## src/lsu_pkg.sv

```systemverilog
// load/store unit package
// core-side access size encoding and byte lane type

`default_nettype none

package lsu_pkg;

    // width of the byte offset inside a word
    localparam int LANE_W = 2;

    // access size as given by the core
    typedef enum logic [1:0] {
        SIZE_BYTE = 2'd0,
        SIZE_HALF = 2'd1,
        SIZE_WORD = 2'd2
    } lsu_size_t;

    // byte offset of the access inside the word
    typedef logic [LANE_W-1:0] lane_t;

endpackage

`default_nettype wire

```

## src/obi_pkg.sv

```systemverilog
// OBI bus package
// widths, vector types, SRAM sizing and the master controller states
// for the load/store path between the core and the on-chip memory

`default_nettype none

package obi_pkg;

    // bus widths
    localparam int ADDR_W = 32;
    localparam int DATA_W = 32;
    localparam int BE_W   = 4;
    localparam int ATOP_W = 6;

    // sram depth in words
    localparam int MEM_WORDS = 256;
    // word index bits
    localparam int MEM_AW    = $clog2(MEM_WORDS);

    typedef logic [ADDR_W-1:0] addr_t;
    typedef logic [DATA_W-1:0] data_t;
    typedef logic [BE_W-1:0]   be_t;
    typedef logic [ATOP_W-1:0] atop_t;
    // word index into the sram array
    typedef logic [MEM_AW-1:0] mem_idx_t;

    // one state per bus phase
    typedef enum logic [1:0] {
        IDLE,
        REQUESTING,
        WAITING,
        DUMPING
    } obi_state_t;

endpackage

`default_nettype wire
```

## src/lsu_req_align.sv

```systemverilog
// load/store request alignment
// turns the core's address offset and access size into OBI byte enables,
// puts the store data onto the addressed lanes and flags misaligned
// half and word accesses. purely combinational

`timescale 1ns/100ps
`default_nettype none

module lsu_req_align (
    input  obi_pkg::addr_t     addr_i,
    input  lsu_pkg::lsu_size_t size_i,
    input  obi_pkg::data_t     wdata_i,
    output obi_pkg::be_t       be_o,
    output obi_pkg::data_t     wdata_o,
    output logic               misaligned_o
);

    // offset of the access inside the word
    lsu_pkg::lane_t lane;

    assign lane = addr_i[1:0];

    always_comb begin
        // defaults for the word case
        be_o         = 4'b1111;
        wdata_o      = wdata_i;
        misaligned_o = 1'b0;

        case (size_i)
            lsu_pkg::SIZE_BYTE: begin
                // single lane
                be_o    = 4'b0001 << lane;
                // byte copied to every lane, be picks the right one
                wdata_o = {4{wdata_i[7:0]}};
            end

            lsu_pkg::SIZE_HALF: begin
                // two adjacent lanes
                be_o    = 4'b0011 << lane;
                wdata_o = {2{wdata_i[15:0]}};
                // half must start on an even byte
                misaligned_o = lane[0];
            end

            lsu_pkg::SIZE_WORD: begin
                be_o    = 4'b1111;
                wdata_o = wdata_i;
                // word only at offset zero
                misaligned_o = (lane != 2'd0);
            end

            default: begin
                // unused size code, treated like a word
                be_o         = 4'b1111;
                wdata_o      = wdata_i;
                misaligned_o = (lane != 2'd0);
            end
        endcase
    end

endmodule

`default_nettype wire

```

## config.mk

```make
export PLATFORM = sky130hd
export DESIGN_NAME = lsu_req_align
export DESIGN_NICKNAME = d
export VERILOG_FILES = /design/src/lsu_pkg.sv /design/src/obi_pkg.sv /design/src/lsu_req_align.sv
export SDC_FILE = /design/constraint.sdc
export NUM_CORES = 1
export LEC_CHECK = 0
export BUFFER_PORTS_ARGS = -buffer_cell sky130_fd_sc_hd__buf_2
export CAP_MARGIN = 20
export CORE_UTILIZATION = 28
export DETAILED_ROUTE_END_ITERATION = 10
export MAX_ROUTING_LAYER = met4
export PLACE_DENSITY = 0.87
export SYNTH_ARGS = -nofsm -noshare
export SYNTH_HDL_FRONTEND = slang
export SYNTH_SLANG_ARGS = --single-unit
```

## constraint.sdc

```tcl
create_clock -name vclk -period 2.2
set_input_delay 0.44 -clock vclk [all_inputs]
set_output_delay 0.44 -clock vclk [all_outputs]
set_load 0.01 [all_outputs]
```

==> results.txt <==
----------------------------------------------------
[Status]
  Status ... complete, no violations

[Floorplan]
  FP Rows ... 15
  DIE AREA ... 0.00201 mm²
  Total I/O pin count ... ~100
  Starting density of the core ... 0.297
  Horiz. Die Dim ... 44.8 µm
  Die Height ... 44.8 µm
  Floorplan Core Area ... 0.00173 mm²

[Setup path]
  Combined buffer and inverter count along the critical path ... 2
  Critical path endpoint category ... primary output
  Library cell contributing the largest single delay on the critical path ... mux2_4
  Required arrival time at the worst endpoint ... about 1800 ps
  Worst-path cell chain ... buf_2, nor2_4, mux2_4, buf_2
  Crit Path Class ... in2out
  Logic depth of the worst setup path including buffers ... 4
  Type of origin of the critical path ... input pin
  CP top delay family ... multiplexers
  Stage delay of the slowest cell on the critical path ... 330 ps
  Signal arrival time at the worst endpoint ... 1380 ps
  Largest fanout of any net on the critical path ... 8
  CP most frequent cell ... buf_2

[Synthesis]
  Avg Synthesized Cell Area ... 8.02 µm²
  Number of instances in the synthesized netlist ... 64
  Synth Net Count ... 130
  Ys Warns ... 0
  Count of cell types in the netlist ... 15
  Part of the Yosys area used for sequential elements ... 0
  Netlist area before placement ... 513 µm²

[STA]
  Max-Slew Margin vs Limit ... 0.757
  Final number of max-transition violations ... 0
  Hold Violations, Final ... 0
  Actual slew at the worst max-slew pin ... 364 ps
  Time the final worst path needs with I/O delays and setup ... 1820 ps
  RSZ-0062 raised after global routing ... false
  Final setup TNS ... 0 ps
  Final worst path period share ... 0.826
  Upper clock frequency limit ... 550 MHz
  Setup WS post-layout ... 383 ps
  Number of setup violations in the final report ... 0

[Placed design]
  Placed cell area ... 843 µm²
  HPWL reported at the end of detailed placement ... 1330 µm
  Place WS ... 371 ps
  Weighted congestion at the end of routability-driven global placement ... ~0.7
  Port Buffer Count ... 73

[Final layout]
  Share of cells above drive strength 1 ... 0.711
  Final instance area ... 843 µm²
  Fill cell instance count of the final layout ... 183
  Layout sequential cell count ... 0
  Most frequent cells in the layout ... buf_2, nand2_1, mux2i_1, o21ai_1, mux2_4
  Ant. Diodes ... 0
  Layout overhead on the synthesized area ... 64.4%
  Net total in the final layout ... 196
  Commonest non-fill, non-tap cell in the layout ... buf_2
  Area of combinational cells with multiple inputs ... approximately 420 µm²
  Clock buffer count in the final layout ... 0
  Sequential standard cell area ... 0 µm²

[Routing]
  Detailed-route wire length per cell ... 10.4 µm
  Number of iterations in the first detailed-routing pass ... 4
  Average via count per standard cell ... about 4.6
  Routed WL ... ~1600 µm
  Vias after detailed routing ... 703
  Antenna Violating Nets Remaining ... 0
  Post-detailed-route DRC marker count ... 0
  Number of DRC markers after the initial detailed-route iteration ... 3

[Run]
  Number of violations of the max-capacitance limit ... 0

[GRT]
  Pin count of the biggest net entering global routing ... 12
  Total GRT Usage ... 0.134
  Initial antenna violation count ... 0
  First-pass GRT wire length ... between 2000 and 2500 µm
  Gr ovfl total ... 0
  Number of global-route vias before repair ... 515

[Power]
  Sum of internal, switching and leakage power ... 0.193 mW
  Worst voltage drop across the vdd grid ... 90.5 µV
  Leakage power ... 0.494 nW
  Power density of the placed cells ... 229 mW/mm²

[Worst hold path]
  Worst hold path class ... in2out
  Depth of the worst hold-timing path ... 2

[CTS]
  Setup Fix Bufs, Post-CTS ... 0
  Hold buffer count at cts ... 0
  # resized after CTS ... 0

----------------------------------------------------
## cells by family after synthesis
group / synth area share
mux: 0.566
simple gates: 0.122
compound gates: 0.132
buf+inv: 0.180
## power by group
group | switching, mW | internal, mW
clock network | 0 | 0
logic | 0.0925 | 0.101
registers | 0 | 0
## path summary, 6_finish.rpt
path / start / to / slack (ps)
worst max-delay path: size_i[1] / wdata_o[13] / 380
worst min-delay path: wdata_i[0] / wdata_o[0] / 1110
## area by class of cell
class                           count  share of cell area
Tap cell                           25              0.0371
Inverter                            1             0.00445
Timing Repair Buffer               76               0.460
Multi-Input combinational cell     51               0.499
## routing by layer
layer | share of wire | GRT usage | vias up | routed length [µm]
li1 | - | - | 348 | -
met1 | 0.40 | 0.154 | 315 | 642
met2 | 0.53 | 0.274 | 40 | 844
met3 | 0.065 | 0 | 0 | 104
met4 | 0 | 0 | 0 | 0
met5 | 0 | - | - | 0
## synth_stat cells
cell,n,share of area
buf_4,9,0.13
buf_6,1,0.022
inv_1,1,0.0073
nor2_1,1,0.0073
mux2i_1,8,0.16
mux2_2,6,0.13
o21ai_0,4,0.039
nand2_1,11,0.080
mux2_4,8,0.23
mux2_1,2,0.044
nand2b_1,1,0.012
nor2_4,1,0.022
o21ai_1,8,0.078
buf_2,2,0.020
o211ai_1,1,0.015
## through the flow
stage | cells | util | hold slack [ps]
after floorplan | 64 | - | 969
after global placement | 153 | 0.488 | 1100
after detailed placement | 153 | 0.488 | 1110
after CTS | 153 | 0.488 | 1110
after global routing | 153 | 0.488 | 1110
final | 153 | 0.488 | 1110
(Power assumes the default switching activity.)
