## src/lsu_pkg.sv

```systemverilog
// load/store unit package
// core-side access size encoding and byte lane type

`default_nettype none

package lsu_pkg;

    // width of the byte offset inside a word
    localparam int LANE_W = 2;

    // access size as given by the core
    typedef enum logic [1:0] {
        SIZE_BYTE = 2'd0,
        SIZE_HALF = 2'd1,
        SIZE_WORD = 2'd2
    } lsu_size_t;

    // byte offset of the access inside the word
    typedef logic [LANE_W-1:0] lane_t;

endpackage

`default_nettype wire

```

## src/obi_pkg.sv

```systemverilog
// OBI bus package
// widths, vector types, SRAM sizing and the master controller states
// for the load/store path between the core and the on-chip memory

`default_nettype none

package obi_pkg;

    // bus widths
    localparam int ADDR_W = 32;
    localparam int DATA_W = 32;
    localparam int BE_W   = 4;
    localparam int ATOP_W = 6;

    // sram depth in words
    localparam int MEM_WORDS = 256;
    // word index bits
    localparam int MEM_AW    = $clog2(MEM_WORDS);

    typedef logic [ADDR_W-1:0] addr_t;
    typedef logic [DATA_W-1:0] data_t;
    typedef logic [BE_W-1:0]   be_t;
    typedef logic [ATOP_W-1:0] atop_t;
    // word index into the sram array
    typedef logic [MEM_AW-1:0] mem_idx_t;

    // one state per bus phase
    typedef enum logic [1:0] {
        IDLE,
        REQUESTING,
        WAITING,
        DUMPING
    } obi_state_t;

endpackage

`default_nettype wire
```

## src/lsu_resp_extract.sv

```systemverilog
// load response extraction
// picks the addressed byte or half out of the held read word and
// sign- or zero-extends it to a full register value

`timescale 1ns/100ps
`default_nettype none

module lsu_resp_extract (
    input  obi_pkg::data_t     word_i,
    input  lsu_pkg::lane_t     lane_i,
    input  lsu_pkg::lsu_size_t size_i,
    input  logic               unsigned_i,
    output obi_pkg::data_t     rdata_o
);

    // word moved down so the addressed byte sits in lane 0
    obi_pkg::data_t shifted;
    logic           sign_b;
    logic           sign_h;

    // lane times eight
    assign shifted = word_i >> {lane_i, 3'b000};

    // extension bits, zero for unsigned loads
    assign sign_b = ~unsigned_i & shifted[7];
    assign sign_h = ~unsigned_i & shifted[15];

    always_comb begin
        case (size_i)
            lsu_pkg::SIZE_BYTE: begin
                rdata_o = {{24{sign_b}}, shifted[7:0]};
            end
            lsu_pkg::SIZE_HALF: begin
                rdata_o = {{16{sign_h}}, shifted[15:0]};
            end
            lsu_pkg::SIZE_WORD: begin
                // lane is zero for any word that got to the bus
                rdata_o = shifted;
            end
            default: begin
                rdata_o = shifted;
            end
        endcase
    end

endmodule

`default_nettype wire

```

## config.mk

```make
export PLATFORM = sky130hd
export DESIGN_NAME = lsu_resp_extract
export DESIGN_NICKNAME = d
export VERILOG_FILES = /design/src/lsu_pkg.sv /design/src/obi_pkg.sv /design/src/lsu_resp_extract.sv
export SDC_FILE = /design/constraint.sdc
export NUM_CORES = 1
export LEC_CHECK = 0
export ABC_AREA = 1
export CAP_MARGIN = 30
export CORE_MARGIN = 2
export CORE_UTILIZATION = 39
export DETAILED_ROUTE_END_ITERATION = 16
export DONT_BUFFER_PORTS = 1
export PLACE_DENSITY_LB_ADDON = 0.08
export SYNTH_ARGS = -nofsm -noshare
export SYNTH_HDL_FRONTEND = slang
export SYNTH_SLANG_ARGS = --single-unit
```

## constraint.sdc

```tcl
create_clock -name vclk -period 1.3
set_input_delay 0.26 -clock vclk [all_inputs]
set_output_delay 0.26 -clock vclk [all_outputs]
set_load 0.01 [all_outputs]
```

==> metrics.cfg, run 1 <==
[run_status]
status = completed

[synthesis]
syn-cell-area_sq_um = 903
syn_nets = 211
ys_seq_area_frac = 0
avgSynthCellArea_sq_um = 5.19
postSynthCellCount = 174
synth_area_leader_cell = nand2_1
synth_cell_type_count = 22
synth.area.top_cells = nand2_1 31%, nand3_2 17%, nand3_1 12%
synth_top_area_frac = 0.312
yosysWarnings = 0

[critical_path]
crit_path_end_kind = output port
cpPeakStageDelay_ns = 0.19
worstSetupPathDepth = 6
path_buf_inv = 2
cp.arrival_ns = 0.96
cp-start-kind = primary input
path_cells = nor2_4, inv_2, nor2_4, nand3_4, buf_4, nand2_1
critPathKind = in -> out
cp_max_fo = 8
cpMaxStageDelayCell = buf_4
crit_family = simple AND/OR/NAND/NOR gates
critPathRequiredTime_ns = 1.04
cp_common_cell = nor2_4

[sta]
fmax_ghz = 0.817
setup_viol = 0
fin_tns_setup_ns = 0
period_share = 0.942
maxSlewViolCount = 0
max_slew_margin = 0.790
min_period_ns = 1.22
tightest_slew_ns = 0.315
rsz0062_at_grt = no
finalHoldViolations = 0

[drt]
drtIter0Drc = 22
wl_per_cell_um = 13.7
drt-total-wl_um = 2760
drc = 0
antenna_left = 0
vias = 1094
viasPerCell = 5.42
dr.pass1.iters = 4

[finish]
area_growth_pct = 10.1
nFillCells = 263
layout-drive-gt1-share = 0.264
diodes = 0
clkbuf_count = 0
ff_latch_area_sq_um = 0
multiInputGateArea_sq_um = 796
final_net_count = 213
nFlopsAndLatches = 0

[min_path]
min_from = lane_i[1]
whs_path_depth = 1
min_to = rdata_o[6]
hp-class = in -> out

[placement]
dp_hpwl_um = 2190
gp_congestion = 0.829
io_buffers = 0

[floorplan]
design.die.area_sq_um = 2720
ios = 69
initial_core_util = 0.412
coreArea_sq_um = 2190
die_w_um = 52.1
dieHeight_um = 52.1
rows = 17

[global_route]
grt_pass1_vias = 945
grt_max_degree = 26
grt_antenna_before_repair = 0
overflow = 0
grt_use_total = 0.198
grt_pass1_wl_um = 4230

[pwr]
total_power_mw = 0.338
p_leak_nw = 0.601
ir_drop_uv = 167
cellPowerDensity_nw_per_um2 = 340

[flow_run]
cap_violations = 0

[clocking]
cts_setup_buffers = 0

[placed cells by master (no fill, tap or decap)]
master,netlist,final
and2_1,1,1
o21ai_0,4,3
a21oi_2,0,4
nand2_2,1,2
a21oi_1,13,9
buf_6,4,3
nand2_4,1,1
nand3_2,15,14
nand3_4,1,2
o211ai_1,1,1
o21ai_1,0,1
a22oi_2,0,2
nor2_2,3,1
nand2_1,75,74
nor2_4,1,3
nor2_1,8,8
inv_4,0,1
buf_4,2,11
inv_2,2,2
nand3_1,22,22
inv_1,10,9
[logic make-up after synthesis]
logic type / share of synthesized area
simple gates: 0.712
buf+inv: 0.169
compound gates: 0.119
[stage by stage]
stage | cell area (sq um) | worst slack, ns | hold slack, ns | utilization | instances
after floorplan | 928 | 0.0178 | 0.638 | - | 174
after global placement | 961 | 0.0463 | 0.581 | 0.439 | 202
after detailed placement | 961 | 0.0259 | 0.579 | 0.439 | 202
after CTS | 961 | 0.0251 | 0.578 | 0.439 | 202
after global routing | 995 | 0.00969 | 0.579 | 0.454 | 202
final | 995 | 0.0758 | 0.578 | 0.454 | 202
[repair_timing]
| item | CTS | global route |
|---|---|---|
| hold buffers | 0 | 0 |
| endpoints found under the setup margin | 0 | 24 |
| gates resized for setup | 0 | 10 |
[area by class of cell]
cell class                      count  area share
Tap cell                           28      0.0352
Timing Repair Buffer               14       0.117
Inverter                           12      0.0478
Multi-Input combinational cell    148       0.800
[layer usage]
| metal | track usage | up-vias | wire (um) |
|---|---|---|---|
| met3 | 0.0603 | 0 | 304 |
| met5 | 0 | - | 0 |
| met1 | 0.258 | 482 | 1210 |
| met2 | 0.329 | 47 | 1240 |
| li1 | - | 565 | - |
| met4 | 0.0214 | 0 | 0 |
[power breakdown]
group	internal [mW]	switching, mW
sequential	0	0
combinational	0.124	0.215
clock	0	0
[synth_stat cells]
library cell and instances:
nand2_2 1, and2_1 1, o21ai_0 4, nor2_4 1
nand2_1 75, buf_4 2, nand3_2 15, buf_1 1
o211ai_1 1, nand3_1 22, a22oi_1 2, nand2_4 1
nor2_1 8, nor2_2 3, buf_8 1, inv_1 10
buf_2 5, inv_2 2, nand3_4 1, buf_6 4
a21oi_1 13, clkbuf_1 1
[worst max-delay path by stage]
stage | startpoint | end | slack [ns]
finish | size_i[1] | rdata_o[13] | 0.08
global route | lane_i[0] | rdata_o[5] | 0.01
CTS | lane_i[0] | rdata_o[29] | 0.03
detailed placement | lane_i[0] | rdata_o[29] | 0.03
global placement | size_i[1] | rdata_o[10] | 0.05
floorplan | lane_i[0] | rdata_o[14] | 0.02
(Power assumes the default switching activity.)
==> run 2: changes to the inputs <==
--- a/config.mk
+++ b/config.mk
@@ -7,11 +7,14 @@
 export LEC_CHECK = 0
 export ABC_AREA = 1
 export CAP_MARGIN = 30
+export CELL_PAD_IN_SITES_DETAIL_PLACEMENT = 0
+export CELL_PAD_IN_SITES_GLOBAL_PLACEMENT = 2
 export CORE_MARGIN = 2
-export CORE_UTILIZATION = 39
+export CORE_UTILIZATION = 29
 export DETAILED_ROUTE_END_ITERATION = 16
 export DONT_BUFFER_PORTS = 1
 export PLACE_DENSITY_LB_ADDON = 0.08
+export SETUP_SLACK_MARGIN = 0.3
 export SYNTH_ARGS = -nofsm -noshare
 export SYNTH_HDL_FRONTEND = slang
 export SYNTH_SLANG_ARGS = --single-unit
==> metrics.cfg, run 2 (synthesis results as in run 1) <==
[sta]
fmax_ghz = 0.828
setup_viol = 0
finalHoldViolations = 0
rsz0062_at_grt = yes
maxSlewViolCount = 0
fin_tns_setup_ns = 0
max_slew_margin = 0.770
period_share = 0.929
min_period_ns = 1.21
tightest_slew_ns = 0.344

[pwr]
p_sw_frac = 0.542
cellPowerDensity_nw_per_um2 = 334
p_leak_nw = 0.859
switching_power_mw = 0.297
p_seq_frac = 0
ir_drop_uv = 133
power.share.clock = 0
combPwrFrac = 1.000
p_int_mw = 0.251

[finish]
ff_latch_area_sq_um = 0
area_growth_pct = 81.9
clkbuf_count = 0
final_net_count = 227
most-common-layout-cells = 48 x nand2_1, 21 x nand2_4, 17 x nand3_1
nFlopsAndLatches = 0
layout-drive-gt1-share = 0.537
post-route-util = 0.547
diodes = 0
final_common_cell = nand2_1

[drt]
drtIter0Drc = 38
wl_per_cell_um = 15.8
drt-total-wl_um = 3480
dr.pass1.iters = 4
antenna_left = 0
drc = 0
viasPerCell = 5.31
vias = 1174

[global_route]
grt_max_degree = 27
grt_antenna_before_repair = 0
grt_use_total = 0.196
grt_pass1_vias = 1147
grt_pass1_wl_um = 5530
overflow = 0

[flow_run]
cap_violations = 0

[critical_path]
critPathRequiredTime_ns = 1.04
cp.arrival_ns = 0.95
critPathKind = in -> out
crit_family = simple AND/OR/NAND/NOR gates
cp-start-kind = primary input
cpPeakStageDelay_ns = 0.19
cp_max_fo = 6
cp_common_cell = nor2_4
cpMaxStageDelayCell = buf_12
path_buf_inv = 2
path_cells = nor2_4, inv_2, nor2_4, nand3_4, buf_12, nand3_2
crit_path_end_kind = output port

[floorplan]
design.die.area_sq_um = 3580
die_w_um = 59.8
rows = 20
initial_core_util = 0.301
ios = 69
coreArea_sq_um = 3000
dieHeight_um = 59.8

[placement]
dp_hpwl_um = 2340
gp_congestion = 0.774
io_buffers = 0

[run_status]
status = completed

[clocking]
cts_hold_buf = 0

[min_path]
min_to = rdata_o[0]
hp-class = in -> out
min_from = lane_i[1]
whs_path_depth = 1

[run 2: how the worst max path moves through the flow]
stage	from	to	slack, ns	cells past startpoint
after floorplan	lane_i[0]	rdata_o[18]	0.02	8
after global placement	size_i[1]	rdata_o[24]	0.02	6
after detailed placement	lane_i[0]	rdata_o[26]	-0.002	7
after CTS	size_i[1]	rdata_o[17]	0.06	6
after global routing	size_i[0]	rdata_o[17]	0.04	6
final	size_i[0]	rdata_o[26]	0.09	6
[run 2: cell type report]
class / count / area (sq um)
fillers: 310 / 1360
inverters: 12 / 73.8
multi-input cells: 148 / 1140
well taps: 33 / 41.3
repair buffers: 27 / 378
repair inverters: 1 / 8.76
[run 2: power groups by stage]
stage          sequential (mW)  combinational (mW)  clock [mW]
3_5_place_dp                 0               0.347           0
3_3_place_gp                 0               0.347           0
6_report                     0               0.549           0
2_1_floorplan                0               0.317           0
5_1_grt                      0               0.595           0
4_1_cts                      0               0.480           0
[run 2: what timing repair did]
| action | CTS | global route |
|---|---|---|
| resized for setup | 71 | 30 |
| setup buffers | 8 | 5 |
| cloned | 5 | 0 |
| endpoints found under the setup margin | 30 | 30 |
| pin swaps | 20 | 18 |
[run 2: through the flow]
| step | power [mW] | worst slack, ns | cells | hold slack (ns) | cell area, sq um |
|---|---|---|---|---|---|
| finish | 0.549 | 0.0924 | 221 | 0.574 | 1640 |
| global route | 0.595 | 0.0400 | 221 | 0.577 | 1640 |
| CTS | 0.480 | 0.0613 | 216 | 0.575 | 1420 |
| detailed placement | 0.347 | -0.00219 | 203 | 0.578 | 988 |
| global placement | 0.347 | 0.0201 | 203 | 0.579 | 988 |
| floorplan | 0.317 | 0.0248 | 174 | 0.638 | 966 |
[run 2: metal layers]
metal / global-route usage / part of all wire / vias to the layer above
li1: - / - / 594
met1: 0.268 / 0.43 / 536
met2: 0.340 / 0.49 / 44
met3: 0.0303 / 0.080 / 0
met4: 0.00635 / 0 / 0
met5: 0 / 0 / -
