File: src/lsu_pkg.sv
// load/store unit package
// core-side access size encoding and byte lane type

`default_nettype none

package lsu_pkg;

    // width of the byte offset inside a word
    localparam int LANE_W = 2;

    // access size as given by the core
    typedef enum logic [1:0] {
        SIZE_BYTE = 2'd0,
        SIZE_HALF = 2'd1,
        SIZE_WORD = 2'd2
    } lsu_size_t;

    // byte offset of the access inside the word
    typedef logic [LANE_W-1:0] lane_t;

endpackage

`default_nettype wire

File: src/obi_pkg.sv
// OBI bus package
// widths, vector types, SRAM sizing and the master controller states
// for the load/store path between the core and the on-chip memory

`default_nettype none

package obi_pkg;

    // bus widths
    localparam int ADDR_W = 32;
    localparam int DATA_W = 32;
    localparam int BE_W   = 4;
    localparam int ATOP_W = 6;

    // sram depth in words
    localparam int MEM_WORDS = 256;
    // word index bits
    localparam int MEM_AW    = $clog2(MEM_WORDS);

    typedef logic [ADDR_W-1:0] addr_t;
    typedef logic [DATA_W-1:0] data_t;
    typedef logic [BE_W-1:0]   be_t;
    typedef logic [ATOP_W-1:0] atop_t;
    // word index into the sram array
    typedef logic [MEM_AW-1:0] mem_idx_t;

    // one state per bus phase
    typedef enum logic [1:0] {
        IDLE,
        REQUESTING,
        WAITING,
        DUMPING
    } obi_state_t;

endpackage

`default_nettype wire
File: src/obi_master_ctrl.sv
// OBI master controller
// takes one core request at a time, drives the OBI address phase until
// the grant, waits for rvalid and holds the response until the core
// reads it. misaligned requests are answered with an error and never
// reach the bus. no outstanding transactions, no atomics

`timescale 1ns/100ps
`default_nettype none

module obi_master_ctrl (
    input  logic               clk,
    input  logic               rst_n,

    // core request
    input  logic               core_valid_i,
    input  logic               core_rready_i,
    input  obi_pkg::addr_t     core_addr_i,
    input  logic               core_we_i,
    input  lsu_pkg::lsu_size_t core_size_i,
    input  logic               core_unsigned_i,
    input  obi_pkg::be_t       be_i,
    input  obi_pkg::data_t     wdata_i,
    input  logic               misaligned_i,
    output logic               req_ready_o,

    // OBI master side
    output logic               obi_req_o,
    input  logic               obi_gnt_i,
    output obi_pkg::addr_t     obi_addr_o,
    output logic               obi_we_o,
    output obi_pkg::be_t       obi_be_o,
    output obi_pkg::data_t     obi_wdata_o,
    output obi_pkg::atop_t     obi_atop_o,
    input  obi_pkg::data_t     obi_rdata_i,
    input  logic               obi_rvalid_i,
    input  logic               obi_err_i,

    // held response
    output logic               resp_valid_o,
    output obi_pkg::data_t     resp_word_o,
    output logic               resp_err_o,
    output lsu_pkg::lane_t     resp_lane_o,
    output lsu_pkg::lsu_size_t resp_size_o,
    output logic               resp_unsigned_o
);

    obi_pkg::obi_state_t state_q;
    obi_pkg::obi_state_t state_d;

    // captured request, used from REQUESTING on
    obi_pkg::addr_t     addr_q;
    logic               we_q;
    obi_pkg::be_t       be_q;
    obi_pkg::data_t     wdata_q;
    lsu_pkg::lane_t     lane_q;
    lsu_pkg::lsu_size_t size_q;
    logic               unsigned_q;

    // response held for the core
    obi_pkg::data_t     rsp_word_q;
    logic               rsp_err_q;

    logic               accept;

    // only idle takes a new request
    assign req_ready_o = (state_q == obi_pkg::IDLE);
    assign accept      = core_valid_i & req_ready_o;

    always_comb begin
        state_d = state_q;
        case (state_q)
            obi_pkg::IDLE: begin
                if (accept) begin
                    // misaligned skips the bus entirely
                    if (misaligned_i) begin
                        state_d = obi_pkg::DUMPING;
                    end else if (obi_gnt_i) begin
                        state_d = obi_pkg::WAITING;
                    end else begin
                        state_d = obi_pkg::REQUESTING;
                    end
                end
            end
            obi_pkg::REQUESTING: begin
                if (obi_gnt_i) begin
                    state_d = obi_pkg::WAITING;
                end
            end
            obi_pkg::WAITING: begin
                if (obi_rvalid_i) begin
                    state_d = obi_pkg::DUMPING;
                end
            end
            obi_pkg::DUMPING: begin
                if (core_rready_i) begin
                    state_d = obi_pkg::IDLE;
                end
            end
            default: state_d = obi_pkg::IDLE;
        endcase
    end

    // address phase mux
    always_comb begin
        if (state_q == obi_pkg::IDLE) begin
            // live request so obi_req rises in the accept cycle
            obi_req_o   = core_valid_i & ~misaligned_i;
            obi_addr_o  = {core_addr_i[obi_pkg::ADDR_W-1:2], 2'b00};
            obi_we_o    = core_we_i;
            obi_be_o    = be_i;
            obi_wdata_o = wdata_i;
        end else begin
            // captured copy held stable until the grant
            obi_req_o   = (state_q == obi_pkg::REQUESTING);
            obi_addr_o  = addr_q;
            obi_we_o    = we_q;
            obi_be_o    = be_q;
            obi_wdata_o = wdata_q;
        end
    end

    // atomics not supported
    assign obi_atop_o = '0;

    always_ff @(posedge clk or negedge rst_n) begin
        if (!rst_n) begin
            state_q   <= obi_pkg::IDLE;
            rsp_err_q <= 1'b0;
        end else begin
            state_q <= state_d;
            if (accept && misaligned_i) begin
                rsp_err_q <= 1'b1;
            end else if ((state_q == obi_pkg::WAITING) && obi_rvalid_i) begin
                rsp_err_q <= obi_err_i;
            end
        end
    end

    // request capture on accept
    always_ff @(posedge clk) begin
        if (accept) begin
            addr_q     <= {core_addr_i[obi_pkg::ADDR_W-1:2], 2'b00};
            we_q       <= core_we_i;
            be_q       <= be_i;
            wdata_q    <= wdata_i;
            lane_q     <= core_addr_i[1:0];
            size_q     <= core_size_i;
            unsigned_q <= core_unsigned_i;
        end
    end

    // response word, zero for writes and errors without bus access
    always_ff @(posedge clk) begin
        if (accept && misaligned_i) begin
            rsp_word_q <= '0;
        end else if ((state_q == obi_pkg::WAITING) && obi_rvalid_i) begin
            rsp_word_q <= we_q ? '0 : obi_rdata_i;
        end
    end

    assign resp_valid_o    = (state_q == obi_pkg::DUMPING);
    assign resp_word_o     = rsp_word_q;
    assign resp_err_o      = rsp_err_q;
    assign resp_lane_o     = lane_q;
    assign resp_size_o     = size_q;
    assign resp_unsigned_o = unsigned_q;

endmodule

`default_nettype wire

File: config.mk
export PLATFORM = sky130hd
export DESIGN_NAME = obi_master_ctrl
export DESIGN_NICKNAME = d
export VERILOG_FILES = /design/src/lsu_pkg.sv /design/src/obi_pkg.sv /design/src/obi_master_ctrl.sv
export SDC_FILE = /design/constraint.sdc
export NUM_CORES = 1
export LEC_CHECK = 0
export ABC_AREA = 1
export BUFFER_PORTS_ARGS = -buffer_cell sky130_fd_sc_hd__buf_4
export CAP_MARGIN = 25
export CORE_UTILIZATION = 47
export CTS_CLUSTER_SIZE = 20
export DETAILED_ROUTE_END_ITERATION = 8
export GPL_TIMING_DRIVEN = 1
export PLACE_DENSITY = 0.81
export SETUP_SLACK_MARGIN = 0.02
export SLEW_MARGIN = 20
export SYNTH_ARGS = -nofsm -noshare
export SYNTH_HDL_FRONTEND = slang
export SYNTH_SLANG_ARGS = --single-unit
File: constraint.sdc
create_clock -name clk -period 2.9 [get_ports clk]
set_input_delay 0.29 -clock clk [delete_from_list [all_inputs] [get_ports clk]]
set_output_delay 0.29 -clock clk [all_outputs]
set_load 0.02 [all_outputs]
==> metrics.md <==
| Metric | Value |
|---|---|
| Ant. Diodes | `0` |
| Max Slew Vio Count | `0` |
| Clock Path Buffers | `2` |
| Worst Hold Endpoint | `resp_lane_o[0]` |
| Die height | `104 um` |
| TNS Setup | `0 ns` |
| Synthesis Warnings | `0` |
| Post-CTS Setup Bufs | `0` |
| GRT Total Usage | `0.222` |
| Dpl hpwl | `slightly below 9 mm` |
| TritonCTS clock tree | `built` |
| Per-cell routed wire length | `about 14 um` |
| Min-Delay Path Depth | `1` |
| Measured slew at the worst slew-check pin | `between 0.6 and 0.7 ns` |
| Flop-to-flop setup slack | `roughly 0.85 ns` |
| FMAX | `395 MHz` |
| Register area share after synthesis | `0.591` |
| Initial antenna violation count | `0` |
| Reg-to-reg startpoint | `state_q[1]` |
| Drt pass-1 iters | `4` |
| Routed via count | `between 3000 and 4000` |
| First-pass GRT wire length | `roughly 19 mm` |
| Commonest non-fill, non-tap cells in the layout | `nand2_1, buf_4, edfxtp_1` |
| Vias in the first global route | `3798` |
| Crit. End Element | `primary output` |
| Syn Inst Count | `between 400 and 500` |
| Overall routed net length | `11.9 mm` |
| Min-delay src | `core_addr_i[0]` |
| Largest net degree at the start of global routing | `51` |
| Full die area | `10800 um^2` |
| Layout net count | `between 800 and 900` |
| Cts bufs inserted | `9` |
| Iter 0 DRT Violations | `~160` |
| Pwr dens | `between 1000 and 1500 nW/um^2` |
| Clk_lat worst skew | `about 0.36 ns` |
| Critical Path RT | `between 2 and 3 ns` |
| Grt met1 use | `0.269` |
| Die Wd | `approximately 100 um` |
| CP startpoint kind | `flop` |
| Number of nets with antenna violations after routing | `0` |
| Hold crit path type | `in2reg` |
| GR peak layer | `met2` |
| H-tree Lvls | `3` |
| Worst vdd ir | `about 0.00055 V` |
| Layout cells sized above 1 | `0.436` |
| I/O pins | `roughly 230` |
| DRC violations left | `0` |
| Clk sink count | `around 110` |
| Clk_skew | `between 0.01 and 0.015 ns` |
| Vias per Instance | `between 4 and 5` |
| Initial core utilization | `0.492` |
| Post-synthesis cell type count | `22` |
| Final worst path period share | `0.872` |
| IO Port Bufs | `roughly 220` |
| Util after Layout | `0.677` |
| GR met3 Demand/Resource | `0.0573` |
| Fillers | `just under 800` |
| Overflow after GRT | `0` |
| Max-cap violations | `0` |
| WP data arrival | `about 2.2 ns` |
| Setup violators final | `0` |
| Crit-path max FO | `50` |
| Worst r2r dst | `state_q[0]` |
| Slew headroom | `0.565` |
| Placer congestion estimate | `around 0.8` |
| Cell Area, Synth | `a little under 5000 um^2` |
| Core box area | `9910 um^2` |
| Synth Area per Inst | `between 10 and 15 um^2` |
| Met2 GRT Util | `0.374` |
| CTS root buf | `clkbuf_8` |
| Most common cell after layout, fill and taps aside | `nand2_1` |
| Reg2Reg Depth | `8` |
| Status | `finished clean` |
| RSZ-0062 raised after global routing | `false` |
| Clk pin slew, worst setup/hold paths | `about 0.10 ns` |
| Layout area overhead | `37.7%` |
| Critical path class | `reg2out` |
| Tmin final | `2.53 ns` |
| Hold slack | `roughly 0.096 ns` |
| Leak | `3.10 nW` |
| Final hold vios | `0` |
| Flops & latches, synth | `around 110` |
| Site row count | `36` |
## state kept, by name (all words and copies together) (netlist names)
name / flops
be_q: 4
resp_err_o: 1
resp_word_o: 32
resp_lane_o: 2
wdata_q: 32
resp_unsigned_o: 1
resp_size_o: 2
addr_q: 30
state_q: 2
we_q: 1
## cell type report
| type | count | area, um^2 | share of cell area |
|---|---|---|---|
| sequential | 107 | 2880 | 0.429 |
| inverter | 12 | 50.0 | 0.00746 |
| timing repair buffer | 228 | 1730 | 0.257 |
| tap | 133 | 166 | 0.0248 |
| multi-input combinational | 337 | 1680 | 0.250 |
| clock inverter | 6 | 80.1 | 0.0119 |
| clock buffer | 10 | 128 | 0.0190 |
## layer usage
metal	up-vias	wire, um	part of all wire
li1	1974	-	-
met1	1817	4790	0.40
met2	177	5910	0.50
met3	19	950	0.080
met4	0	245	0.021
met5	-	0	0
## timing repair
item	CTS	global route
hold buffers	1	0
setup endpoints to repair	0	0
gates resized for setup	0	0
endpoints found under the hold margin	3	0
## critical path, stage by stage, from the launching register on
cell	delay, ns
dfrtp_1	0.43
inv_1	0.13
ha_2	0.46
buf_4	0.50
nand2_1	0.11
nand2_1	0.10
buf_4	0.14
## cell families (layout without fill, tap and decap cells)
logic type                 after synthesis  count (layout)  synth area share
other                                    1               8          0.000770
buffers and inverters                   47             256            0.0704
and+or+nand+nor                        285             285             0.261
AOI/OAI and AO/OA                       38              38            0.0614
DFF                                    107             107             0.591
adders and majority gates                6               6            0.0154
## stage by stage
step	worst slack [ns]	instance area [um^2]	cells	power [mW]
2_1_floorplan	0.237	4900	491	4.94
3_3_place_gp	0.846	6490	816	6.38
3_5_place_dp	0.750	6490	816	6.49
4_1_cts	0.338	6710	833	7.45
5_1_grt	0.173	6710	833	7.82
6_report	0.370	6710	833	7.39
## where the power goes
group | total, mW | leakage (nW) | internal, mW | switching [mW]
clock | 0.955 | 0.101 | 0.480 | 0.475
sequential | 2.32 | 0.968 | 2.13 | 0.192
combinational | 4.12 | 2.03 | 1.58 | 2.54
total | 7.39 | 3.10 | 4.19 | 3.20
## synth_stat cells
cell,instances,share of area
inv_1,9,0.0069
dfrtp_1,3,0.015
inv_2,2,0.0015
conb_1,1,0.00077
nand3_1,3,0.0031
nand3_2,29,0.060
buf_4,14,0.022
nand2_1,249,0.19
nand2_4,1,0.0023
a21oi_2,29,0.052
ha_1,6,0.015
nor2_1,1,0.00077
buf_2,12,0.012
dfxtp_1,32,0.13
a21oi_1,3,0.0031
buf_12,3,0.012
buf_6,6,0.014
edfxtp_1,72,0.44
nor2_4,1,0.0023
o21ai_0,6,0.0062
nand3b_1,1,0.0015
inv_6,1,0.0018
## worst max path at each step
stage	start	end	slack (ns)	depth (start not counted)
CTS	state_q[0]	obi_wdata_o[30]	0.34	6
global route	state_q[1]	obi_addr_o[4]	0.17	6
global placement	state_q[0]	obi_wdata_o[26]	0.85	6
floorplan	state_q[0]	addr_q[10]	0.24	4
finish	state_q[1]	obi_wdata_o[30]	0.37	6
detailed placement	state_q[0]	obi_wdata_o[30]	0.75	6
Power figures use the tool's default switching activity.
